--- src/include/dmem_settings.svh ---
`ifndef DMEM_SETTINGS_SVH
`define DMEM_SETTINGS_SVH

// access mode codes, as the core encodes them
`define MODE_WORD      3'd1
`define MODE_HALF      3'd2
`define MODE_BYTE      3'd3
`define MODE_HALFU     3'd4
`define MODE_BYTEU     3'd5

`define RAM_ADDR_BITS  12           // 4 KiB, wraps
`define MMIO_BASE      32'h0000_0100
`define MMIO_OFS_BITS  4            // 16 byte window
`define MMIO_TRIG_OFS  4'h0
`define MMIO_GPIO_OFS  4'h4

`define GPIO_BITS      8

`endif

--- src/hw/dmem_pkg.sv ---
package dmem_pkg;

    // one memory word, seen whole or as four little-endian byte lanes;
    // b[0] is the byte at offset 0
    typedef union packed {
        logic [31:0]       w;
        logic [3:0][7:0]   b;
    } mem_word_u;

endpackage

--- src/hw/access_ctrl.sv ---
`timescale 1ns/1ps
`include "dmem_settings.svh"

module access_ctrl import dmem_pkg::*;
(
    input  logic                      clk,
    input  logic                      rst,
    input  logic                      req_valid,
    input  logic                      req_write,
    input  logic [2:0]                req_mode,
    input  logic [31:0]               req_addr,
    input  logic [31:0]               req_wdata,
    input  logic                      slot_free,
    output logic                      req_ready,
    output logic                      issue,
    output logic                      tag_mmio,
    output logic [1:0]                tag_ofs,
    output logic [2:0]                tag_mode,
    output logic                      tag_err,
    output logic                      tag_write,
    output logic                      ram_en,
    output logic                      ram_we,
    output logic [`RAM_ADDR_BITS-3:0] ram_idx,
    output logic [3:0]                ram_be,
    output mem_word_u                 ram_wdata,
    output logic                      mmio_en,
    output logic                      mmio_we,
    output logic [3:0]                mmio_ofs,
    output logic [31:0]               mmio_wdata
);

    localparam logic [31:0] MMIO_BASE_W = `MMIO_BASE;

    logic accept;
    logic mode_ok;
    logic misaligned;
    logic err;
    logic in_window;

    assign req_ready = slot_free;
    assign accept    = req_valid && slot_free;

    always_comb
    begin
        mode_ok    = 1'b1;
        misaligned = 1'b0;
        case (req_mode)
            `MODE_WORD:               misaligned = |req_addr[1:0];
            `MODE_HALF, `MODE_HALFU:  misaligned = req_addr[0];
            `MODE_BYTE, `MODE_BYTEU:  misaligned = 1'b0;
            default:                  mode_ok    = 1'b0;
        endcase
    end

    assign err       = !mode_ok || misaligned;
    assign in_window = req_addr[31:`MMIO_OFS_BITS] == MMIO_BASE_W[31:`MMIO_OFS_BITS];

    // byte enables and lane replication for stores
    always_comb
    begin
        ram_be = 4'b0000;
        ram_wdata.w = req_wdata;
        case (req_mode)
            `MODE_WORD:
            begin
                ram_be = 4'b1111;
            end
            `MODE_HALF, `MODE_HALFU:
            begin
                ram_be = 4'b0011 << req_addr[1:0];
                ram_wdata.b[0] = req_wdata[7:0];
                ram_wdata.b[1] = req_wdata[15:8];
                ram_wdata.b[2] = req_wdata[7:0];
                ram_wdata.b[3] = req_wdata[15:8];
            end
            `MODE_BYTE, `MODE_BYTEU:
            begin
                ram_be = 4'b0001 << req_addr[1:0];
                for (int i = 0; i < 4; i++)
                    ram_wdata.b[i] = req_wdata[7:0];
            end
            default:
            begin
                ram_be = 4'b0000; // never reaches the RAM
            end
        endcase
    end

    assign ram_en     = accept && !err && !in_window;
    assign ram_we     = req_write;
    assign ram_idx    = req_addr[`RAM_ADDR_BITS-1:2];

    assign mmio_en    = accept && !err && in_window;
    assign mmio_we    = req_write;
    assign mmio_ofs   = req_addr[3:0];
    assign mmio_wdata = req_wdata;

    assign issue      = accept;
    assign tag_mmio   = in_window;
    assign tag_ofs    = req_addr[1:0];
    assign tag_mode   = req_mode;
    assign tag_err    = err;
    assign tag_write  = req_write;

    // stalled request holds still until taken
    assert property (@(posedge clk) disable iff (rst)
        (req_valid && !req_ready) |=> (req_valid && $stable(req_write) && $stable(req_mode)
                                       && $stable(req_addr) && $stable(req_wdata)));

endmodule

--- config.mk ---
export PLATFORM = sky130hd
export DESIGN_NAME = access_ctrl
export DESIGN_NICKNAME = d
export VERILOG_FILES = /design/src/hw/dmem_pkg.sv /design/src/hw/access_ctrl.sv
export VERILOG_INCLUDE_DIRS = /design/src /design/src/include
export SDC_FILE = /design/constraint.sdc
export NUM_CORES = 1
export LEC_CHECK = 0
export ABC_CLOCK_PERIOD_IN_PS = 1200
export BUFFER_PORTS_ARGS = -buffer_cell sky130_fd_sc_hd__buf_2
export CAP_MARGIN = 20
export CORE_ASPECT_RATIO = 0.8
export CORE_MARGIN = 5
export CORE_UTILIZATION = 31
export DETAILED_ROUTE_END_ITERATION = 10
export PLACE_DENSITY_LB_ADDON = 0.12
export SYNTH_ARGS = -nofsm -noshare
export SYNTH_HDL_FRONTEND = slang
export SYNTH_SLANG_ARGS = --single-unit
--- constraint.sdc ---
create_clock -name vclk -period 1.2
set_input_delay 0 -clock vclk [all_inputs]
set_output_delay 0 -clock vclk [all_outputs]
set_load 0.01 [all_outputs]
== After elaboration in Yosys (flattened, before gate mapping) ==
Index checks and enable logic that the tools add are counted.

* Bits in registers: 0
* Input bits: 72
* Output and inout bits: 96
* Logic and storage cells: 24

* Equal/unequal tests: 6
* Shift-type cells: 2
* Muxes and demuxes: 4
* Reductions and logical operators: 12

{| class="wikitable"
|+ Operator list
! cell !! count
|-
| case mux 32 bit (2 select lines) || 1
|-
| equality test 28 x 5 -> 1 bit, second input constant || 1
|-
| case mux 4 bit (3 select lines) || 1
|-
| equality test 3 x 2 -> 1 bit, second input constant || 2
|-
| equality test 3 bit, second input constant || 2
|-
| OR reduction 2 bit || 3
|-
| OR reduction 5 bit || 1
|-
| logical AND 1 bit || 4
|-
| << shifter 1 x 2 -> 4 bit, first input constant || 1
|-
| << shifter 2 x 2 -> 4 bit, first input constant || 1
|-
| equality test 3 x 1 -> 1 bit, second input constant || 1
|-
| logical NOT 1 bit || 3
|-
| case mux 1 bit (2 select lines) || 1
|-
| logical OR 1 bit || 1
|-
| 2-to-1 mux 1 bit || 1
|}

== Depth between registers and ports, before layout ==
Gate-level depths: netlist of the first run.

* Depth in word-level cells: 8
* Mapped depth: 5
* Mapped depth without buffers: 3

== Worst setup path after synthesis of the first run ==
OpenSTA, ideal clock, no wires.

* Path type: input port to output port
* From: in req_mode[1]
* To: out ram_wdata[10] in the netlist's numbering
* Data arrival time: 1136 ps
* Required time: 1200 ps
* Path slack: 64 ps
* Stages: 5
* Buffers on the path: 2
* Cells stage by stage: clkbuf_2 > xnor2_2 > nand2b_1 > buf_4 > mux2_4

{| class="wikitable"
|+ RTL lines
! element !! RTL line !! text
|-
| start: declaration || access_ctrl.sv:10 || <nowiki>input logic [2:0] req_mode,</nowiki>
|-
| end: declaration || access_ctrl.sv:25 || <nowiki>output mem_word_u ram_wdata,</nowiki>
|}

==> results of run 1 <==
## metal layers
layer | wire (um) | part of all wire
met4 | 28 | 0.0078
met1 | 1375 | 0.38
met3 | 306 | 0.085
met2 | 1888 | 0.52
met5 | 0 | 0
## worst max-delay path by stage
stage                     start            end  slack (ps)  cells after the start
floorplan           req_mode[1]  ram_wdata[10]          60                      5
global placement    req_mode[2]  ram_wdata[18]          50                      5
detailed placement  req_mode[2]  ram_wdata[18]          70                      5
CTS                 req_mode[2]  ram_wdata[18]          50                      5
global route        req_mode[2]  ram_wdata[18]         0.6                      5
finish              req_mode[2]  ram_wdata[18]          70                      5
## Yosys cell counts (2+ instances only)
| library cell | instances | share of area |
|---|---|---|
| nor4_1 | 7 | 0.040 |
| inv_1 | 3 | 0.010 |
| buf_4 | 64 | 0.44 |
| nor2_1 | 2 | 0.0069 |
| o21ai_0 | 10 | 0.046 |
| mux2_2 | 8 | 0.083 |
| nand2_1 | 10 | 0.034 |
| mux2_4 | 8 | 0.11 |
| mux2i_1 | 9 | 0.083 |
| o31ai_1 | 2 | 0.014 |
## final cells by class
cell class / instances / share of cell area
Inverter: 3 / 0.007407
Multi-Input combinational cell: 72 / 0.4016
Tap cell: 42 / 0.03457
Timing Repair Buffer: 163 / 0.5564
## logic make-up (layout without fill, tap and decap cells)
group / Yosys count / count (layout)
buf+inv: 71 / 166
simple gates: 30 / 30
mux: 25 / 25
compound gates: 16 / 16
xor+xnor: 1 / 1
## power by group
part | internal [mW] | switching (mW)
registers | 0 | 0
logic | 0.356 | 0.349
clock network | 0 | 0
total | 0.356 | 0.349
## timing repair
| item | in CTS | in global routing |
|---|---|---|
| resized for setup | 0 | 5 |
| setup endpoints to repair | 0 | 1 |
| setup buffers | 0 | 0 |
## per-stage QoR
| stage | hold slack, ps | utilization | total power [mW] |
|---|---|---|---|
| 2_1_floorplan | 91.77 | - | 0.4783 |
| 3_3_place_gp | 0.1785 | 0.4380 | 0.7092 |
| 3_5_place_dp | 0.1785 | 0.4380 | 0.7063 |
| 4_1_cts | 0.1785 | 0.4380 | 0.7089 |
| 5_1_grt | 0.02573 | 0.4472 | 0.7745 |
| 6_report | 0.005628 | 0.4472 | 0.7050 |
==> results_dict.tcl, run 1 <==
set metrics [dict create \
    worstHoldEndpoint "ram_idx[1]" \
    max_freq_mhz 884.4 \
    synth_mux_area_frac 0.2759 \
    synthXorXnorAreaFrac 0.01494 \
    ys.warnings.count 0 \
    area.growth.synth_to_final_pct 39.66 \
    dp.cells 280 \
    viasPerCell 4.293 \
    placed_cell_area_mm2 0.001489 \
    die_area_mm2 0.004804 \
    setup_violations 0 \
    initial_utilization 0.3202 \
    io_pins 168 \
    dr.pass1.iters 2 \
    layout_commonest_cell "buf_2" \
    crit_family "buffers and inverters" \
    routedWlPerCell_um 12.85 \
    clkbuf_count 0 \
    grtUsageMet1 0.1530 \
    worst_setup_path_end_kind "output pin" \
    grt_usage 0.1299 \
    hold_path.class "input pin to output pin" \
    final_cells 280 \
    hold_buffers 0 \
    cp.arrival_ps 1130 \
    crit_path_max_incr_delay_ps 370 \
    hold_start "req_addr[3]" \
    rows 19 \
    fin_crit_sh 0.9422 \
    synth_area_per_cell_um2 7.612 \
    dpl_worst_slack_ps 66.96 \
    n_antenna_cell 0 \
    grt_busiest_layer "met2" \
    cp_cell_sequence "buf_2 -> xnor2_2 -> buf_4 -> mux2_2 -> buf_2" \
    grt_antenna_before_repair 0 \
    routed_wl_um 3599 \
    synthAdderAreaFrac 0 \
    grt_overflow 0 \
    peakVddDrop_v 0.0002349 \
    drive_gt1_frac 0.7899 \
    synthDistinctLibCells 30 \
    drtIter0Drc 18 \
    synth_compound_area_frac 0.08851 \
    die_h_um 63 \
    place_congestion 0.7325 \
    yosys.area_share.simple 0.1529 \
    path_common_cell "buf_2" \
    synth_area_mm2 0.001089 \
    power-per-cell-area_mw_per_mm2 463.8 \
    path_class "input pin to output pin" \
    drc 0 \
    met3_usage 0.01873 \
    period_needed_ps 1131 \
    coreArea_mm2 0.003400 \
    worst_setup_path_start_kind "input pin" \
    tns_ps 0 \
    drv_slew 0 \
    crit_required_ps 1200 \
    critical_path_buf_inv_count 3 \
    grt_pass1_wl_um 5589 \
    postLayoutSetupSlackWorst_ps 69.31 \
    multi_input_comb_area_um2 610.6 \
    yosysSeqAreaShare 0 \
    synth_top_family_by_area "buffers and inverters" \
    fillerInstances 373 \
    io_buffer_count 156 \
    seq_cell_count 0 \
    vias 1202 \
    final_cell_area_mm2 0.001520 \
    ant_nets 0 \
    dpl.hpwl_um 3131 \
    regArea_um2 0 \
    holdPathStages 0 \
    syn_nets 215 \
    syn_inst 143 \
    hold_violations 0 \
    status "finished, final reports clean" \
    crit_slowest_cell "mux2_2" \
    met2_usage 0.2543 \
    worst_pin_slew_ps 343.0 \
    grt_max_degree 22 \
    crit_fanout 21 \
    rsz0062_at_grt "no" \
    power.leakage_nw 0.9209 \
    die-width_um 76.25 \
    cap_violations 0 \
    nNetsFinal 312 \
    most-common-layout-cells "156 x buf_2, 10 x nand2_1, 10 x o21ai_0" \
    slew_headroom 0.7692 \
    grt_pass1_vias 1168 \
]
Power figures use the tool's default switching activity.
==> inputs of run 2 (changes only) <==
--- a/config.mk
+++ b/config.mk
@@ -10,10 +10,11 @@
 export BUFFER_PORTS_ARGS = -buffer_cell sky130_fd_sc_hd__buf_2
 export CAP_MARGIN = 20
 export CORE_ASPECT_RATIO = 0.8
-export CORE_MARGIN = 5
+export CORE_MARGIN = 2
 export CORE_UTILIZATION = 31
 export DETAILED_ROUTE_END_ITERATION = 10
 export PLACE_DENSITY_LB_ADDON = 0.12
+export REMOVE_ABC_BUFFERS = 1
 export SYNTH_ARGS = -nofsm -noshare
 export SYNTH_HDL_FRONTEND = slang
 export SYNTH_SLANG_ARGS = --single-unit
==> results_dict.tcl, run 2 (synthesized netlist as in run 1, its figures left out) <==
set metrics [dict create \
    power.leakage_nw 0.9095 \
    io_pins 168 \
    grt_usage 0.1257 \
    drive_gt1_frac 0.7702 \
    coreArea_mm2 0.003400 \
    area.growth.synth_to_final_pct 35.40 \
    fin_crit_sh 0.9227 \
    grt_pass1_vias 924 \
    place_congestion 0.6875 \
    dpl_worst_slack_ps 90.36 \
    setup_violations 0 \
    dr.pass1.iters 4 \
    rows 19 \
    dpl.hpwl_um 2615 \
    ant_nets 0 \
    slew_headroom 0.7383 \
    worst_setup_path_end_kind "output pin" \
    cts_resized 0 \
    crit_fanout 8 \
    status "finished, final reports clean" \
    die_area_mm2 0.004004 \
    io_buffer_count 156 \
    grt_max_degree 16 \
    power_uw 682.8 \
    grt_antenna_before_repair 0 \
    tns_ps 0 \
    cap_violations 0 \
    die_h_um 57 \
    routed_wl_um 2987 \
    viasPerCell 4.249 \
    rsz0062_at_grt "no" \
    grt_pass1_wl_um 4353 \
    grt_overflow 0 \
    path_class "input pin to output pin" \
    cp.arrival_ps 1110 \
    clkbuf_count 0 \
    hold_path.class "input pin to output pin" \
    seq_cell_count 0 \
    layout_commonest_cell "buf_2" \
    drtIter0Drc 21 \
    routedWlPerCell_um 10.78 \
    regArea_um2 0 \
    most-common-layout-cells "156 x buf_2, 10 x nand2_1, 10 x o21ai_0" \
    worst_setup_path_start_kind "input pin" \
    vias 1177 \
    crit_required_ps 1200 \
    drc 0 \
    power-per-cell-area_mw_per_mm2 463.3 \
    initial_utilization 0.3202 \
    hold_violations 0 \
    worst_pin_slew_ps 388.9 \
    die-width_um 70.25 \
    period_needed_ps 1107 \
    n_antenna_cell 0 \
    nNetsFinal 309 \
    drv_slew 0 \
    postLayoutSetupSlackWorst_ps 92.75 \
    hold_buffers 0 \
    max_freq_mhz 903.1 \
    cts_setup_buffers 0 \
    peakVddDrop_v 0.0002382 \
]
==> run 2: cell types whose count changed in the layout (fill, tap and decap cells not counted), sizes merged <==
cell	delta
buf	-3
==> run 2: critical path, cell delays in order <==
cell and delay (ps):
buf_2 150, xnor2_2 220, nand2b_4 170, buf_12 130
mux2_4 300, buf_2 140
==> run 2: through the flow <==
stage / instances / instance area, um2 / util / hold slack [ps]
floorplan: 75 / 590.6 / - / 0
global placement: 277 / 1466 / 0.4314 / 0.1319
detailed placement: 277 / 1466 / 0.4314 / 0.1319
CTS: 277 / 1466 / 0.4314 / 0.1319
global route: 277 / 1474 / 0.4336 / 0.1141
finish: 277 / 1474 / 0.4336 / 0.1006
==> run 2: final timing paths <==
kind | from | cells past startpoint | to
worst max-delay path | req_mode[1] | 6 | ram_wdata[12]
worst min-delay path | req_addr[2] | 0 | ram_idx[0]
==> run 2: routing by layer <==
layer / share of wire / global-route usage / vias up
met3: 0.059 / 0.01237 / 2
li1: - / - / 622
met4: 0.0020 / 0.005495 / 0
met2: 0.53 / 0.2345 / 50
met5: 0 / 0 / -
met1: 0.41 / 0.1656 / 503
==> run 2: area by class of cell <==
type / count / area [um2]
fill: 355 / 1926
timing repair buffer: 160 / 823.3
tap: 42 / 52.55
multi-input combinational: 72 / 586.8
inverter: 3 / 11.26
==> run 2: power by group <==
| part | total, mW | internal, mW | switching (mW) |
|---|---|---|---|
| clock | 0 | 0 | 0 |
| combinational | 0.683 | 0.348 | 0.334 |
| sequential | 0 | 0 | 0 |
==> inputs of run 3 (changes only) <==
--- a/config.mk
+++ b/config.mk
@@ -9,10 +9,9 @@
 export ABC_CLOCK_PERIOD_IN_PS = 1200
 export BUFFER_PORTS_ARGS = -buffer_cell sky130_fd_sc_hd__buf_2
 export CAP_MARGIN = 20
-export CORE_ASPECT_RATIO = 0.8
-export CORE_MARGIN = 2
-export CORE_UTILIZATION = 31
+export CORE_AREA = 2 2 65 67
 export DETAILED_ROUTE_END_ITERATION = 10
+export DIE_AREA = 0 0 67 69
 export PLACE_DENSITY_LB_ADDON = 0.12
 export REMOVE_ABC_BUFFERS = 1
 export SYNTH_ARGS = -nofsm -noshare
==> results_dict.tcl, run 3 (synthesized netlist as in run 1, its figures left out) <==
set metrics [dict create \
    fillerInstances 438 \
    nNetsFinal 311 \
    drv_slew 0 \
    fin_crit_sh 0.9133 \
    path_class "input pin to output pin" \
    grt_overflow 0 \
    placed_cell_area_mm2 0.001491 \
    rsz0062_at_grt "no" \
    worstHoldEndpoint "ram_idx[0]" \
    coreArea_mm2 0.003914 \
    dr.pass1.iters 4 \
    n_antenna_cell 0 \
    grt_max_degree 19 \
    hold_start "req_addr[2]" \
    power.leakage_nw 0.9223 \
    cts_setup_buffers 0 \
    peakVddDrop_v 0.0001457 \
    hold_path.class "input pin to output pin" \
    drive_gt1_frac 0.7806 \
    power-per-cell-area_mw_per_mm2 463.9 \
    grt_antenna_before_repair 0 \
    grt_pass1_vias 1076 \
    layout_commonest_cell "buf_2" \
    cts_resized 0 \
    power_uw 706.4 \
    initial_utilization 0.2781 \
    viasPerCell 4.314 \
    worst_setup_path_start_kind "input pin" \
    routed_wl_um 3371 \
    ant_nets 0 \
    die_h_um 69 \
    dpl.hpwl_um 3021 \
    drc 0 \
    place_congestion 0.6842 \
    status "finished, final reports clean" \
    die_area_mm2 0.004623 \
    regArea_um2 0 \
    rows 23 \
    most-common-layout-cells "156 x buf_2, 10 x nand2_1, 10 x o21ai_0" \
    crit_required_ps 1200 \
    max_freq_mhz 912.4 \
    crit_fanout 18 \
    routedWlPerCell_um 11.75 \
    io_buffer_count 156 \
    cap_violations 0 \
    seq_cell_count 0 \
    setup_violations 0 \
    worst_setup_path_end_kind "output pin" \
    worst_pin_slew_ps 391.8 \
    hold_violations 0 \
    period_needed_ps 1096 \
    area.growth.synth_to_final_pct 39.89 \
    grt_usage 0.1327 \
    grt_pass1_wl_um 5085 \
    clkbuf_count 0 \
    hold_buffers 0 \
    final_cell_area_mm2 0.001523 \
    die-width_um 67 \
    cp.arrival_ps 1100 \
    drtIter0Drc 11 \
    holdPathStages 0 \
    io_pins 168 \
    slew_headroom 0.7364 \
    vias 1238 \
]
-- run 3: per-stage QoR --
stage	setup TNS, ps	std cells	setup WS [ps]	hold slack (ps)	utilization
after floorplan	-2399	75	-299.9	0	-
after global placement	0	287	82.96	0.1319	0.3811
after detailed placement	0	287	64.25	0.1319	0.3811
after CTS	0	287	52.64	0.1319	0.3811
after global routing	0	287	19.66	0.1141	0.3891
final	0	287	104.0	0.1009	0.3891
-- run 3: area by class of cell --
class                      instances  area (um2)  area share
timing repair buffer             162       838.3      0.5505
multi-input combinational         72       610.6      0.4010
inverter                           3       11.26    0.007395
tap                               50       62.56     0.04108
-- run 3: worst max path at each step --
stage	startpoint	to	slack, ps	cells past startpoint
5_1_grt	req_mode[2]	ram_wdata[23]	20	5
6_report	req_mode[2]	ram_wdata[17]	100	5
3_5_place_dp	req_mode[2]	ram_wdata[11]	60	6
4_1_cts	req_mode[2]	ram_wdata[11]	50	6
2_1_floorplan	req_mode[2]	ram_wdata[10]	-300	3
3_3_place_gp	req_mode[2]	ram_wdata[11]	80	6
-- run 3: critical path, stage by stage --
cell     delay, ps
buf_2          160
xnor2_4        200
buf_4          240
mux2_2         350
buf_2          140
-- run 3: power by group --
group | leakage, nW | switching [mW] | total (mW) | internal, mW
clock network | 0 | 0 | 0 | 0
logic | 0.922 | 0.349 | 0.706 | 0.358
registers | 0 | 0 | 0 | 0
total | 0.922 | 0.349 | 0.706 | 0.358
-- run 3: metal layers --
| metal | global-route usage | wire (um) | up-vias |
|---|---|---|---|
| met5 | 0 | 0 | - |
| met4 | 0 | 0 | 0 |
| met3 | 0.01468 | 268 | 0 |
| met2 | 0.2530 | 1854 | 70 |
| met1 | 0.1644 | 1248 | 544 |
| li1 | - | - | 624 |
