$ cat src/include/dmem_settings.svh
`ifndef DMEM_SETTINGS_SVH
`define DMEM_SETTINGS_SVH

// access mode codes, as the core encodes them
`define MODE_WORD      3'd1
`define MODE_HALF      3'd2
`define MODE_BYTE      3'd3
`define MODE_HALFU     3'd4
`define MODE_BYTEU     3'd5

`define RAM_ADDR_BITS  12           // 4 KiB, wraps
`define MMIO_BASE      32'h0000_0100
`define MMIO_OFS_BITS  4            // 16 byte window
`define MMIO_TRIG_OFS  4'h0
`define MMIO_GPIO_OFS  4'h4

`define GPIO_BITS      8

`endif

$ cat src/hw/dmem_pkg.sv
package dmem_pkg;

    // one memory word, seen whole or as four little-endian byte lanes;
    // b[0] is the byte at offset 0
    typedef union packed {
        logic [31:0]       w;
        logic [3:0][7:0]   b;
    } mem_word_u;

endpackage

$ cat src/hw/load_formatter.sv
`timescale 1ns/1ps
`include "dmem_settings.svh"

module load_formatter import dmem_pkg::*;
(
    input  logic        clk,
    input  logic        rst,
    input  logic        issue,
    input  logic        tag_mmio,
    input  logic [1:0]  tag_ofs,
    input  logic [2:0]  tag_mode,
    input  logic        tag_err,
    input  logic        tag_write,
    input  mem_word_u   ram_rdata,
    input  logic [31:0] mmio_rdata,
    input  logic        rsp_ready,
    output logic        slot_free,
    output logic        rsp_valid,
    output logic [31:0] rsp_rdata,
    output logic        rsp_err
);

    logic       valid_q;
    logic       mmio_q;
    logic [1:0] ofs_q;
    logic [2:0] mode_q;
    logic       err_q;
    logic       write_q;

    mem_word_u   src;
    logic [7:0]  lane_b;
    logic [15:0] lane_h;

    assign slot_free = !valid_q || rsp_ready;

    always_ff @(posedge clk)
    begin
        if (rst)
            valid_q <= 1'b0;
        else if (issue)
            valid_q <= 1'b1;
        else if (rsp_ready)
            valid_q <= 1'b0;
    end

    always_ff @(posedge clk)
    begin
        if (issue)
        begin
            mmio_q  <= tag_mmio;
            ofs_q   <= tag_ofs;
            mode_q  <= tag_mode;
            err_q   <= tag_err;
            write_q <= tag_write;
        end
    end

    always_comb
    begin
        src.w  = mmio_q ? mmio_rdata : ram_rdata.w;
        lane_b = src.b[ofs_q];
        lane_h = {src.b[{ofs_q[1], 1'b1}], src.b[{ofs_q[1], 1'b0}]};
        case (mode_q)
            `MODE_WORD:  rsp_rdata = src.w;
            `MODE_HALF:  rsp_rdata = {{16{lane_h[15]}}, lane_h};
            `MODE_BYTE:  rsp_rdata = {{24{lane_b[7]}}, lane_b};
            `MODE_HALFU: rsp_rdata = {16'b0, lane_h};
            `MODE_BYTEU: rsp_rdata = {24'b0, lane_b};
            default:     rsp_rdata = '0;
        endcase
        if (err_q || write_q)
            rsp_rdata = '0;        // stores and errors return zero
    end

    assign rsp_valid = valid_q;
    assign rsp_err   = err_q;

    // held response must not move until taken
    assert property (@(posedge clk) disable iff (rst)
        (rsp_valid && !rsp_ready) |=> (rsp_valid && $stable(rsp_rdata) && $stable(rsp_err)));

endmodule

$ cat config.mk
export PLATFORM = sky130hd
export DESIGN_NAME = load_formatter
export DESIGN_NICKNAME = d
export VERILOG_FILES = /design/src/hw/dmem_pkg.sv /design/src/hw/load_formatter.sv
export VERILOG_INCLUDE_DIRS = /design/src /design/src/include
export SDC_FILE = /design/constraint.sdc
export NUM_CORES = 1
export LEC_CHECK = 0
export ABC_AREA = 1
export BUFFER_PORTS_ARGS = -buffer_cell sky130_fd_sc_hd__buf_2
export CAP_MARGIN = 10
export CORE_ASPECT_RATIO = 0.7
export CORE_MARGIN = 8
export CORE_UTILIZATION = 41
export CTS_BUF_LIST = sky130_fd_sc_hd__clkbuf_4
export CTS_CLUSTER_SIZE = 20
export DETAILED_ROUTE_END_ITERATION = 10
export PLACE_DENSITY = 0.81
export REMOVE_ABC_BUFFERS = 1
export SYNTH_ARGS = -nofsm -noshare
export SYNTH_HDL_FRONTEND = slang
export SYNTH_SLANG_ARGS = --single-unit
export TNS_END_PERCENT = 10
$ cat constraint.sdc
create_clock -name clk -period 1.5 [get_ports clk]
set_clock_uncertainty 0.2 [all_clocks]
set_input_delay 0.075 -clock clk [delete_from_list [all_inputs] [get_ports clk]]
set_output_delay 0.075 -clock clk [all_outputs]
set_load 0.03 [all_outputs]
Word-level counts from Yosys, hierarchy flattened
Index checks and enable logic that the tools add are counted.
{ "classes": {"n_lt_le_gt_ge": 3, "eq_ne": 5, "muxes": 11, "n_reduce_logical": 4} }
{ "op_table": {"columns": ["op", "count"], "rows": [
  ["32-bit one-hot mux with 5 select lines", 1],
  ["32-bit 2-to-1 mux", 2],
  ["8-bit 2-to-1 mux", 5],
  ["8-bit binary-select mux with 2-bit select", 1],
  ["2-bit by 3-bit less-than comparator with 1-bit output, second input constant", 3],
  ["3-bit by 2-bit equality test with 1-bit output, second input constant", 2],
  ["3-bit equality test, second input constant", 2],
  ["3-bit by 1-bit equality test with 1-bit output, second input constant", 1],
  ["1-bit logical OR", 2],
  ["1-bit 2-to-1 mux", 2],
  ["2-bit nonzero test", 1],
  ["1-bit logical NOT", 1]
]} }
{ "totals": {"ff_bits": 9, "in_bits": 76, "out_inout_bits": 35} }

Longest topological paths before layout
Gate-level depths: netlist (run 1).
{ "depth": {"ltp_word": 5, "depth_mapped": 11, "mapped_depth_nobuf": 9} }

Least setup slack after synthesis (run 1)
OpenSTA, ideal clock, no wires.
{ "synth_timing": {"kind": "register -> output", "startpoint": "register err_q (netlist: rsp_err)", "endpoint": "output rsp_rdata[10]", "t_arrival_ns": 1.767, "required_time_ns": 1.225, "setup_slack_ns": -0.542, "stages_incl_launch_ff": 5, "n_path_buf": 1, "path_cell_list": "edfxtp_1 nor2_1 inv_1 clkbuf_1 a21oi_1"} }
{ "synth_via": {"elab_chain_cells": 2} }
{ "synth_lines": {"columns": ["element", "line", "source"], "rows": [
  ["start, declared", "load_formatter.sv:27", "logic err_q;"],
  ["start signal, assigned", "load_formatter.sv:53", "err_q <= tag_err;"],
  ["1-bit logical OR", "load_formatter.sv:71", "if (err_q || write_q)"],
  ["32-bit 2-to-1 mux", "load_formatter.sv:71", null],
  ["end, declared", "load_formatter.sv:19", "output logic [31:0] rsp_rdata,"]
]} }
No other way between the ends.

Worst setup path in the final report (run 1)
{ "layout_timing": {"startpoint": "register mmio_q", "endpoint": "output rsp_rdata[13]"} }
{ "layout_via": {"elab_chain_cells": 5, "word_cells_on_any_way": 7} }
{ "layout_lines": {"columns": ["element", "line", "source"], "rows": [
  ["start, declared", "load_formatter.sv:24", "logic mmio_q;"],
  ["start signal, assigned", "load_formatter.sv:50", "mmio_q <= tag_mmio;"],
  ["32-bit 2-to-1 mux *", "load_formatter.sv:60", "src.w = mmio_q ? mmio_rdata : ram_rdata.w;"],
  ["8-bit binary-select mux with 2-bit select / 8-bit 2-to-1 mux (equally long branches)", "load_formatter.sv:61, load_formatter.sv:62", null],
  ["8-bit 2-to-1 mux (on tied branches)", "load_formatter.sv:61, load_formatter.sv:62", null],
  ["32-bit one-hot mux with 5 select lines *", "load_formatter.sv:63", "case (mode_q)"],
  ["32-bit 2-to-1 mux *", "load_formatter.sv:71", null]
]} }
Every way passes the cells marked *; elsewhere a longest branch is shown, timed or not. The select of a mux whose other input is x is not followed.

==> results, run 1 <==
- The flow ran to the end, but the final reports show violations.
- The final reports fail on setup timing.
- The detailed-route DRC error count is 0.
- Global routing finished with a remaining overflow of 0.
- The diode insertion count for antenna repair is 0.
- The library cell used most frequently in the layout, excluding fill and tap cells, is nand2_1.
- The worst setup path is launched from a flop.
- The maximum fanout count along the critical path is 17.
- The global-route wire length before repair is ~12000 um.
- The delay of the slowest cell on the worst path is 0.39 ns.
- In this run, synthesis inferred 8 flip-flops with an integrated enable.
- The most critical setup path has its startpoint at mmio_q$_DFFE_PP_.
- The area of the core is 4350 um2.
- The cell depth of the worst flop-to-flop path is 3.
- Sorting the synthesized cells by area gives the leading types as nand2_1 (35%), nand3_1 (13%), edfxtp_1 (13%).
- The die covers 6980 um2.
- The worst setup path endpoint is rsp_rdata[13].
- The highest-utilization routing layer at the global route stage is met2.
- The final setup violation count is 32.
- The global routing usage summed across all routing layers is 0.220.
- The transition time at the pin with the least slew margin is 0.966 ns.
- For met3 alone, demand over resource in global routing was 0.0454.
- The total length of routed wires is 10100 um.
- The worst-path cell with the longest stage delay is edfxtp_1.
- The final net count is 583.
- The number of warnings printed during yosys synthesis is 0.
- The proportion of netlist area held by the largest area contributor is 0.353.
- The first-pass iteration count of the detailed router is 5.
- The global placement routability congestion is 0.900.
- Among all flip-flop cells after synthesis, the most frequent one is edfxtp_1.
- Dividing total power by cell area gives a power density of 519 nW/um2.
- Once detail routing completed, the nets flagged for antenna violations numbered 0.
- The tree is rooted in a clkbuf_4.
- The clock passes through at most 2 buffers.
- In this run the mean area of a mapped cell was between 5 and 6 um2.
- The post-layout minimum cycle time is ~2.2 ns.
- The worst path setup slack after routing is -0.660 ns.
- Clock-pin slew was measured on the worst setup and hold paths at 0.07 ns.
- The biggest area contributor in the post-synthesis netlist is nand2_1.
- The count of non-filler cells in the finished layout is between 500 and 600.
- Of the total power, combinational logic draws 0.724.
- The distinct cell type count of the synthesized netlist is 25.
- In the synthesized netlist the async set-or-reset flop fraction comes to 0.
- The number of antenna violations at the first check in global routing is 0.
- Buffers placed on the I/O ports in this run total 110.
- The die is 96.5 um wide.
- Internal power comes to 1.02 mW.
- The fraction of met2 tracks used by global routing is 0.371.
- The total half-perimeter wirelength after legalization and detailed placement is 5590 um.
- The via count is about 3200.
- The violation count after the first detailed-route iteration is between 200 and 300.
- The post-synth design cell area is 1860 um2.
- After detailed routing, the number of vias per cell comes to between 5 and 6.
- From bottom edge to top edge, the die measures 72.4 um.
- The maximum vdd ir drop is a little over 500 uV.
- The register area share after synthesis is 0.140.
- The CTS tree is yes.
- For this design, the sink count on the clock tree is 9.
- Headroom to the max-slew limit came out at 0.355.
- The gate family responsible for the most delay along the worst path is buffers and inverters.
- Data on the critical path is required at its endpoint by about 1.2 ns.
- The count of final max-slew check failures is 0.
- The fmax is 463 MHz.
- In this run the power spent charging and discharging nets is approximately 0.9 mW.
- In the finished design, the share of the clock period the worst path needs comes to 1.44.
- Synthesis produced ~350 cells.
- The total CTS buffers is 3.
- The hold path startpoint is tag_ofs[0].
- 111 I/O pins were placed.
- The buffer and inverter count on the worst path is 4.
- The class of the tightest hold or removal check is input pin to flop.
- The initial utilization of the core area, before any placement, comes to 0.427.
- The synthesized design contains 9 register bits.
- The standby leakage power is about 2.1 nW.
- The level count of the clock H-tree is 1.
- Traced cell by cell, the critical path runs through buf_6 > buf_6 > buf_12 > nand2_1 > nand2_1 > nand2_1 > nand2_1 > a22oi_2 > a21oi_4 > buf_6.
- The global routing usage on met1 is 0.272.
- After filler insertion, the fill cell instance count of the layout stands at 251.
- STA classifies the critical path endpoint as an output port.
- The class of the most critical setup path is flop to output port.
- The share of total power dissipated in the clock network is 0.113.
- The startpoint of the most critical register-to-register path is rsp_valid$_SDFFE_PP0P_.
- The floorplan has 20 rows.
- The final count of hold timing violations is 0.
- Counting stages on the worst path, the most repeated cell is nand2_1.
- Setup repair after global routing could not meet its margin everywhere.
- Clock latency on the worst-skew pair, taken at its later pin, is 0.27 ns.
- Entering global routing, the biggest net connects 33 pins.
- The wire length per cell after detailed routing is 18.0 um.
- The share of post-route cells with drive strength above 1 is 0.575.
- Across the run, the number of max-cap violations was 0.
- The top cell types in the final layout, fill and taps aside, are nand2_1 (137), buf_2 (78), nand2_2 (50), buf_6 (38), buf_4 (36).
- At the worst endpoint, the arrival time is 1.89 ns.
- Of the total power, registers draw 0.163.
- After detailed placement, the design holds a cell count of 525.
- Across all register-to-register paths, the minimum setup slack is 0.19 ns.
- The via count of the first global-routing pass is 2660.
- OpenSTA, run right after detailed placement, puts the worst setup slack at -0.464 ns.
- The switching portion of total power is 0.474.
- In this run the critical register-to-register path is captured at rsp_valid$_SDFFE_PP0P_.
- The count of cell instances traversed by the critical path is 10.
- The area growth from synthesis to layout is 99.6%.
[cell usage after synthesis (2+ instances only)]
library cell and n:
o21ai_0 8, nand2_1 175, nor2_1 5, clkbuf_1 2, edfxtp_1 8, a22oi_1 4
buf_2 7, inv_2 3, o21ai_1 6, nand2_2 16, nand3_1 48, a22oi_2 3
a21oi_1 16, inv_1 25, buf_6 9
[state kept, by name, summed over array words and instances (netlist names)]
name	count
mode_q	3
ofs_q	2
mmio_q	1
rsp_err	1
rsp_valid	1
write_q	1
[area by class of cell]
cell class	count	area (um2)	area share
Multi-Input combinational cell	290	1780	0.479
Clock buffer	4	30.0	0.00809
Tap cell	55	68.8	0.0185
Timing Repair Buffer	175	1460	0.393
Sequential cell	9	260	0.0701
Inverter	28	118	0.0317
[how the worst min path moves through the flow]
stage	end	slack (ns)	depth (start not counted)
after floorplan	rsp_valid$_SDFFE_PP0P_	-0.06	1
after detailed placement	rsp_valid$_SDFFE_PP0P_	0.04	2
after global routing	mode_q[2]$_DFFE_PP_	0.32	2
after global placement	rsp_valid$_SDFFE_PP0P_	0.03	2
after CTS	mode_q[0]$_DFFE_PP_	0.29	2
final	ofs_q[0]$_DFFE_PP_	0.31	2
[stage by stage]
stage / TNS [ns] / hold WS [ns] / power, mW / util / cell area (um2)
after floorplan: -29.99 / -0.0559 / 0.843 / - / 1670
after global placement: -10.89 / 0.0276 / 1.22 / 0.600 / 2610
after detailed placement: -13.32 / 0.0375 / 1.24 / 0.600 / 2610
after CTS: -19.05 / 0.294 / 1.55 / 0.672 / 2930
after global routing: -21.02 / 0.315 / 2.03 / 0.853 / 3710
final: -19.06 / 0.309 / 1.93 / 0.853 / 3710
[cell families (layout without fill, tap and decap cells)]
kind of cell           count (synthesis)  after routing  share of synthesized area
and+or+nand+nor                      248            251                      0.573
buffers and inverters                 49            207                      0.157
DFF                                    9              9                      0.140
AOI/OAI and AO/OA                     39             39                      0.130
[routing by layer]
metal | vias to the layer above | share of wire
met1 | 1445 | 0.37
li1 | 1426 | -
met2 | 237 | 0.48
met5 | - | 0
met3 | 56 | 0.11
met4 | 0 | 0.041
[power groups by stage]
stage	clock network (mW)	registers, mW	logic (mW)
finish	0.218	0.314	1.40
global route	0.239	0.315	1.47
CTS	0.221	0.313	1.02
detailed placement	0	0.320	0.920
global placement	0	0.319	0.899
floorplan	0	0.341	0.502
[what timing repair did]
item                                    in CTS  in global routing
resized for setup                           44                153
hold buffers                                11                  0
cloned                                       2                  6
hold endpoints to repair                    17                  0
endpoints found under the setup margin      32                 32
pin swaps                                    1                 42
setup buffers                                3                 11
[worst reg2reg max path, stage by stage (launching register included)]
cell and delay [ns]:
dfxtp_1 0.33, nand2_1 0.07, a21oi_1 0.11, dlygate4sd3_1 0.55
No activity file was read; power rests on OpenSTA's default activity.
==> run 2, diff against run 1 <==
--- a/config.mk
+++ b/config.mk
@@ -15,6 +15,7 @@
 export CTS_BUF_LIST = sky130_fd_sc_hd__clkbuf_4
 export CTS_CLUSTER_SIZE = 20
 export DETAILED_ROUTE_END_ITERATION = 10
+export GPL_TIMING_DRIVEN = 0
 export PLACE_DENSITY = 0.81
 export REMOVE_ABC_BUFFERS = 1
 export SYNTH_ARGS = -nofsm -noshare
==> results, run 2 (same netlist as run 1, synthesis figures left out) <==
- The number of sinks on the clock net is 9.
- The flow ran to the end, but the final reports show violations.
- The clock slew at the register clock pins of the worst setup and hold paths is 0.07 ns.
- The worst setup path is launched from a flop.
- The analysis attributes to net switching a power of just under 0.9 mW.
- Counting I/O delays and the setup requirement, the final critical path takes 2.21 ns.
- The cell depth of the worst flop-to-flop path is 3.
- Summing all placed instances gives a cell area of 2290 um2.
- After detailed routing, the average wire length per cell comes to roughly 18 um.
- The via count of the first global-routing pass is 2930.
- Across all layers, the routed design uses 3060 vias.
- The critical path goes through buf_12 > buf_8 > nand2_4 > nand3_2 > nand3_4 > nand2_8 > nand2_8 > nand3_2 > nand2_1 > inv_1 > buf_6.
- The first global-routing pass estimated between 10000 and 15000 um of wire.
- The detailed router finished its first iteration with 293 violations.
- The internal power of the cells totals 0.953 mW.
- The global placement routability congestion is 0.856.
- The final net count is between 500 and 600.
- The area overhead of the layout relative to synthesis is 86.1%.
- The level count of the clock H-tree is 1.
- IR analysis of the VDD net gives a maximum drop of ~570 uV.
- The checks that failed: setup timing.
- The timing startpoint of the critical path is mmio_q$_DFFE_PP_.
- The standby leakage power is 1.94 nW.
- The worst register-to-register path begins at rsp_valid$_SDFFE_PP0P_.
- The total length of routed wires is around 10000 um.
- The area occupied by registers is 260 um2.
- Of the total power, the share spent switching nets is 0.477.
- The share of post-route cells with drive strength above 1 is 0.495.
- Setup repair after global routing could not meet its margin everywhere.
- The minimum hold slack is between 0.3 and 0.4 ns.
- The count of non-filler cells in the finished layout is 551.
- The final count of hold timing violations is 0.
- For this configuration, the core starts out at a cell density of 0.427.
- The endpoint of the most critical register-to-register path is rsp_valid$_SDFFE_PP0P_.
- Entering global routing, the biggest net connects 19 pins.
- The area of the core is 4350 um2.
- The worst path arrival time is 1.94 ns.
- In the layout the commonest cells are nand2_1 (157), buf_2 (79), buf_6 (33), nand2_2 (30), buf_4 (28).
- The clock network latency to the later pin of the worst-skew pair is 0.25 ns.
- The class of the most critical setup path is flop to output port.
- The count of final max-slew check failures is 0.
- The CTS tree is yes.
- In this run the register-to-register setup slack is 0.08 ns.
- The worst hold path passes through 2 cells.
- The count of max-cap constraint violations is 0.
- The maximum fanout count along the critical path is 6.
- mode_q holds more flip-flops than any other register.
- Input and output buffers added on the ports amount to 110.
- The final setup violation count is 32.
- The total negative slack for setup checks is -21.40 ns.
- Derived from the worst setup path, the maximum achievable clock frequency is 452 MHz.
- The share of total power in the clock network is 0.114.
- The floorplan step set the die height to 72.4 um.
- Setup slack on the critical path of the routed design comes to -0.713 ns.
- In this run the worst setup path terminates at rsp_rdata[16].
- The final clock period utilization by the worst path is 1.48.
- The combinational share of power is 0.710.
- The pre-CTS worst setup slack is -1.69 ns.
- The register with the most flip-flops in the layout has 3 of them.
- The detailed-route DRC error count is 0.
- The chip width is 96.5 um.
- The CTS root buffer is clkbuf_4.
- After filler insertion, the fill cell instance count of the layout stands at roughly 300.
- The total CTS buffers is 3.
- Leaving out fill and tap cells, the most frequent cell in the layout is nand2_1.
- The worst-path cell with the longest stage delay is edfxtp_1.
- Data on the critical path is required at its endpoint by 1.22 ns.
- Row generation in the floorplan step produced 20 rows.
- The number of routed nets with antenna violations is 0.
- The area used by multi-input combinational logic is 1670 um2.
- The global routing usage summed across all routing layers is 0.259.
- The count of placed standard cells including taps is 489.
- In the final layout, the registers with the most flip-flops are mode_q (3), ofs_q (2).
- For this design the ratio of total power to cell area is roughly 530 nW/um2.
- The worst hold path belongs to the class input pin to flop.
- In the routed layout, each cell is associated on average with a via count of 5.55.
- The remaining global-route overflow is 0.
- The endpoint class of the critical path is an output port.
- The number of antenna violations at the first check in global routing is 1.
- Measured against its own limit, the worst slew margin works out to 0.743.
- The post-route standard cell area excluding fillers is 3460 um2.
- The total die area is between 6000 and 7000 um2.
- At the pin with the least slew margin, the transition time is a little under 0.4 ns.
- The first-pass iteration count of the detailed router is 5.
- The HPWL after detailed placement is 4790 um.
- The delay of the slowest cell on the worst path is 0.51 ns.
- The share of power burned in registers is 0.176.
- For this design the top-level I/O count stands at 111.
- The clock passes through at most 2 buffers.
-- run 2: cell types whose count changed in the layout (fill, tap and decap cells not counted), sizes merged --
cell	delta
diode	+1
nor3	+1
clkinvlp	+3
clkbuf	-3
buf	-12
inv	-1
bufinv	+1
-- run 2: area by class of cell --
| type | instances | area share |
|---|---|---|
| diodes | 1 | 0.000723 |
| clock buffers | 4 | 0.00867 |
| inverters | 28 | 0.0408 |
| multi-input cells | 291 | 0.483 |
| flip-flops and latches | 9 | 0.0751 |
| well taps | 55 | 0.0199 |
| repair buffers | 160 | 0.362 |
| repair inverters | 3 | 0.00939 |
-- run 2: timing repair --
| action | CTS | global route |
|---|---|---|
| hold buffers | 11 | 0 |
| resized for setup | 115 | 36 |
| setup endpoints to repair | 32 | 32 |
| endpoints found under the hold margin | 17 | 0 |
| cloned | 6 | 2 |
| pin swaps | 20 | 15 |
| setup buffers | 28 | 10 |
-- run 2: power by group through the flow --
stage / Sequential, mW / Combinational (mW) / Clock, mW
final: 0.321 / 1.29 / 0.208
after CTS: 0.323 / 1.12 / 0.204
after global placement: 0.347 / 0.735 / 0
after detailed placement: 0.348 / 0.751 / 0
after floorplan: 0.341 / 0.502 / 0
after global routing: 0.323 / 1.38 / 0.218
-- run 2: how the worst min path moves through the flow --
stage	startpoint	end	slack, ns
after floorplan	rst	rsp_valid$_SDFFE_PP0P_	-0.06
after global placement	rst	rsp_valid$_SDFFE_PP0P_	0.03
after detailed placement	rst	rsp_valid$_SDFFE_PP0P_	0.04
after CTS	tag_mmio	mmio_q$_DFFE_PP_	0.32
after global routing	tag_mode[2]	mode_q[2]$_DFFE_PP_	0.33
final	tag_mmio	mmio_q$_DFFE_PP_	0.33
-- run 2: per-stage QoR --
step | power (mW) | utilization
floorplan | 0.843 | -
global placement | 1.08 | 0.527
detailed placement | 1.10 | 0.527
CTS | 1.65 | 0.736
global route | 1.92 | 0.795
finish | 1.82 | 0.795
-- run 2: worst max-delay path: cells and delay by family (launching register included) --
| family | cells | cell delay, ns |
|---|---|---|
| buffers and inverters | 4 | 0.51 |
| and+or+nand+nor | 7 | 0.65 |
| DFF | 1 | 0.51 |
-- run 2: routing by layer --
| metal | part of all wire | up-vias | GRT usage | wire length (um) |
|---|---|---|---|---|
| met2 | 0.47 | 217 | 0.446 | 4590 |
| met4 | 0.038 | 0 | 0.0870 | 370 |
| met1 | 0.37 | 1389 | 0.309 | 3610 |
| met5 | 0 | - | 0 | 0 |
| met3 | 0.13 | 42 | 0.0505 | 1230 |
| li1 | - | 1412 | - | - |
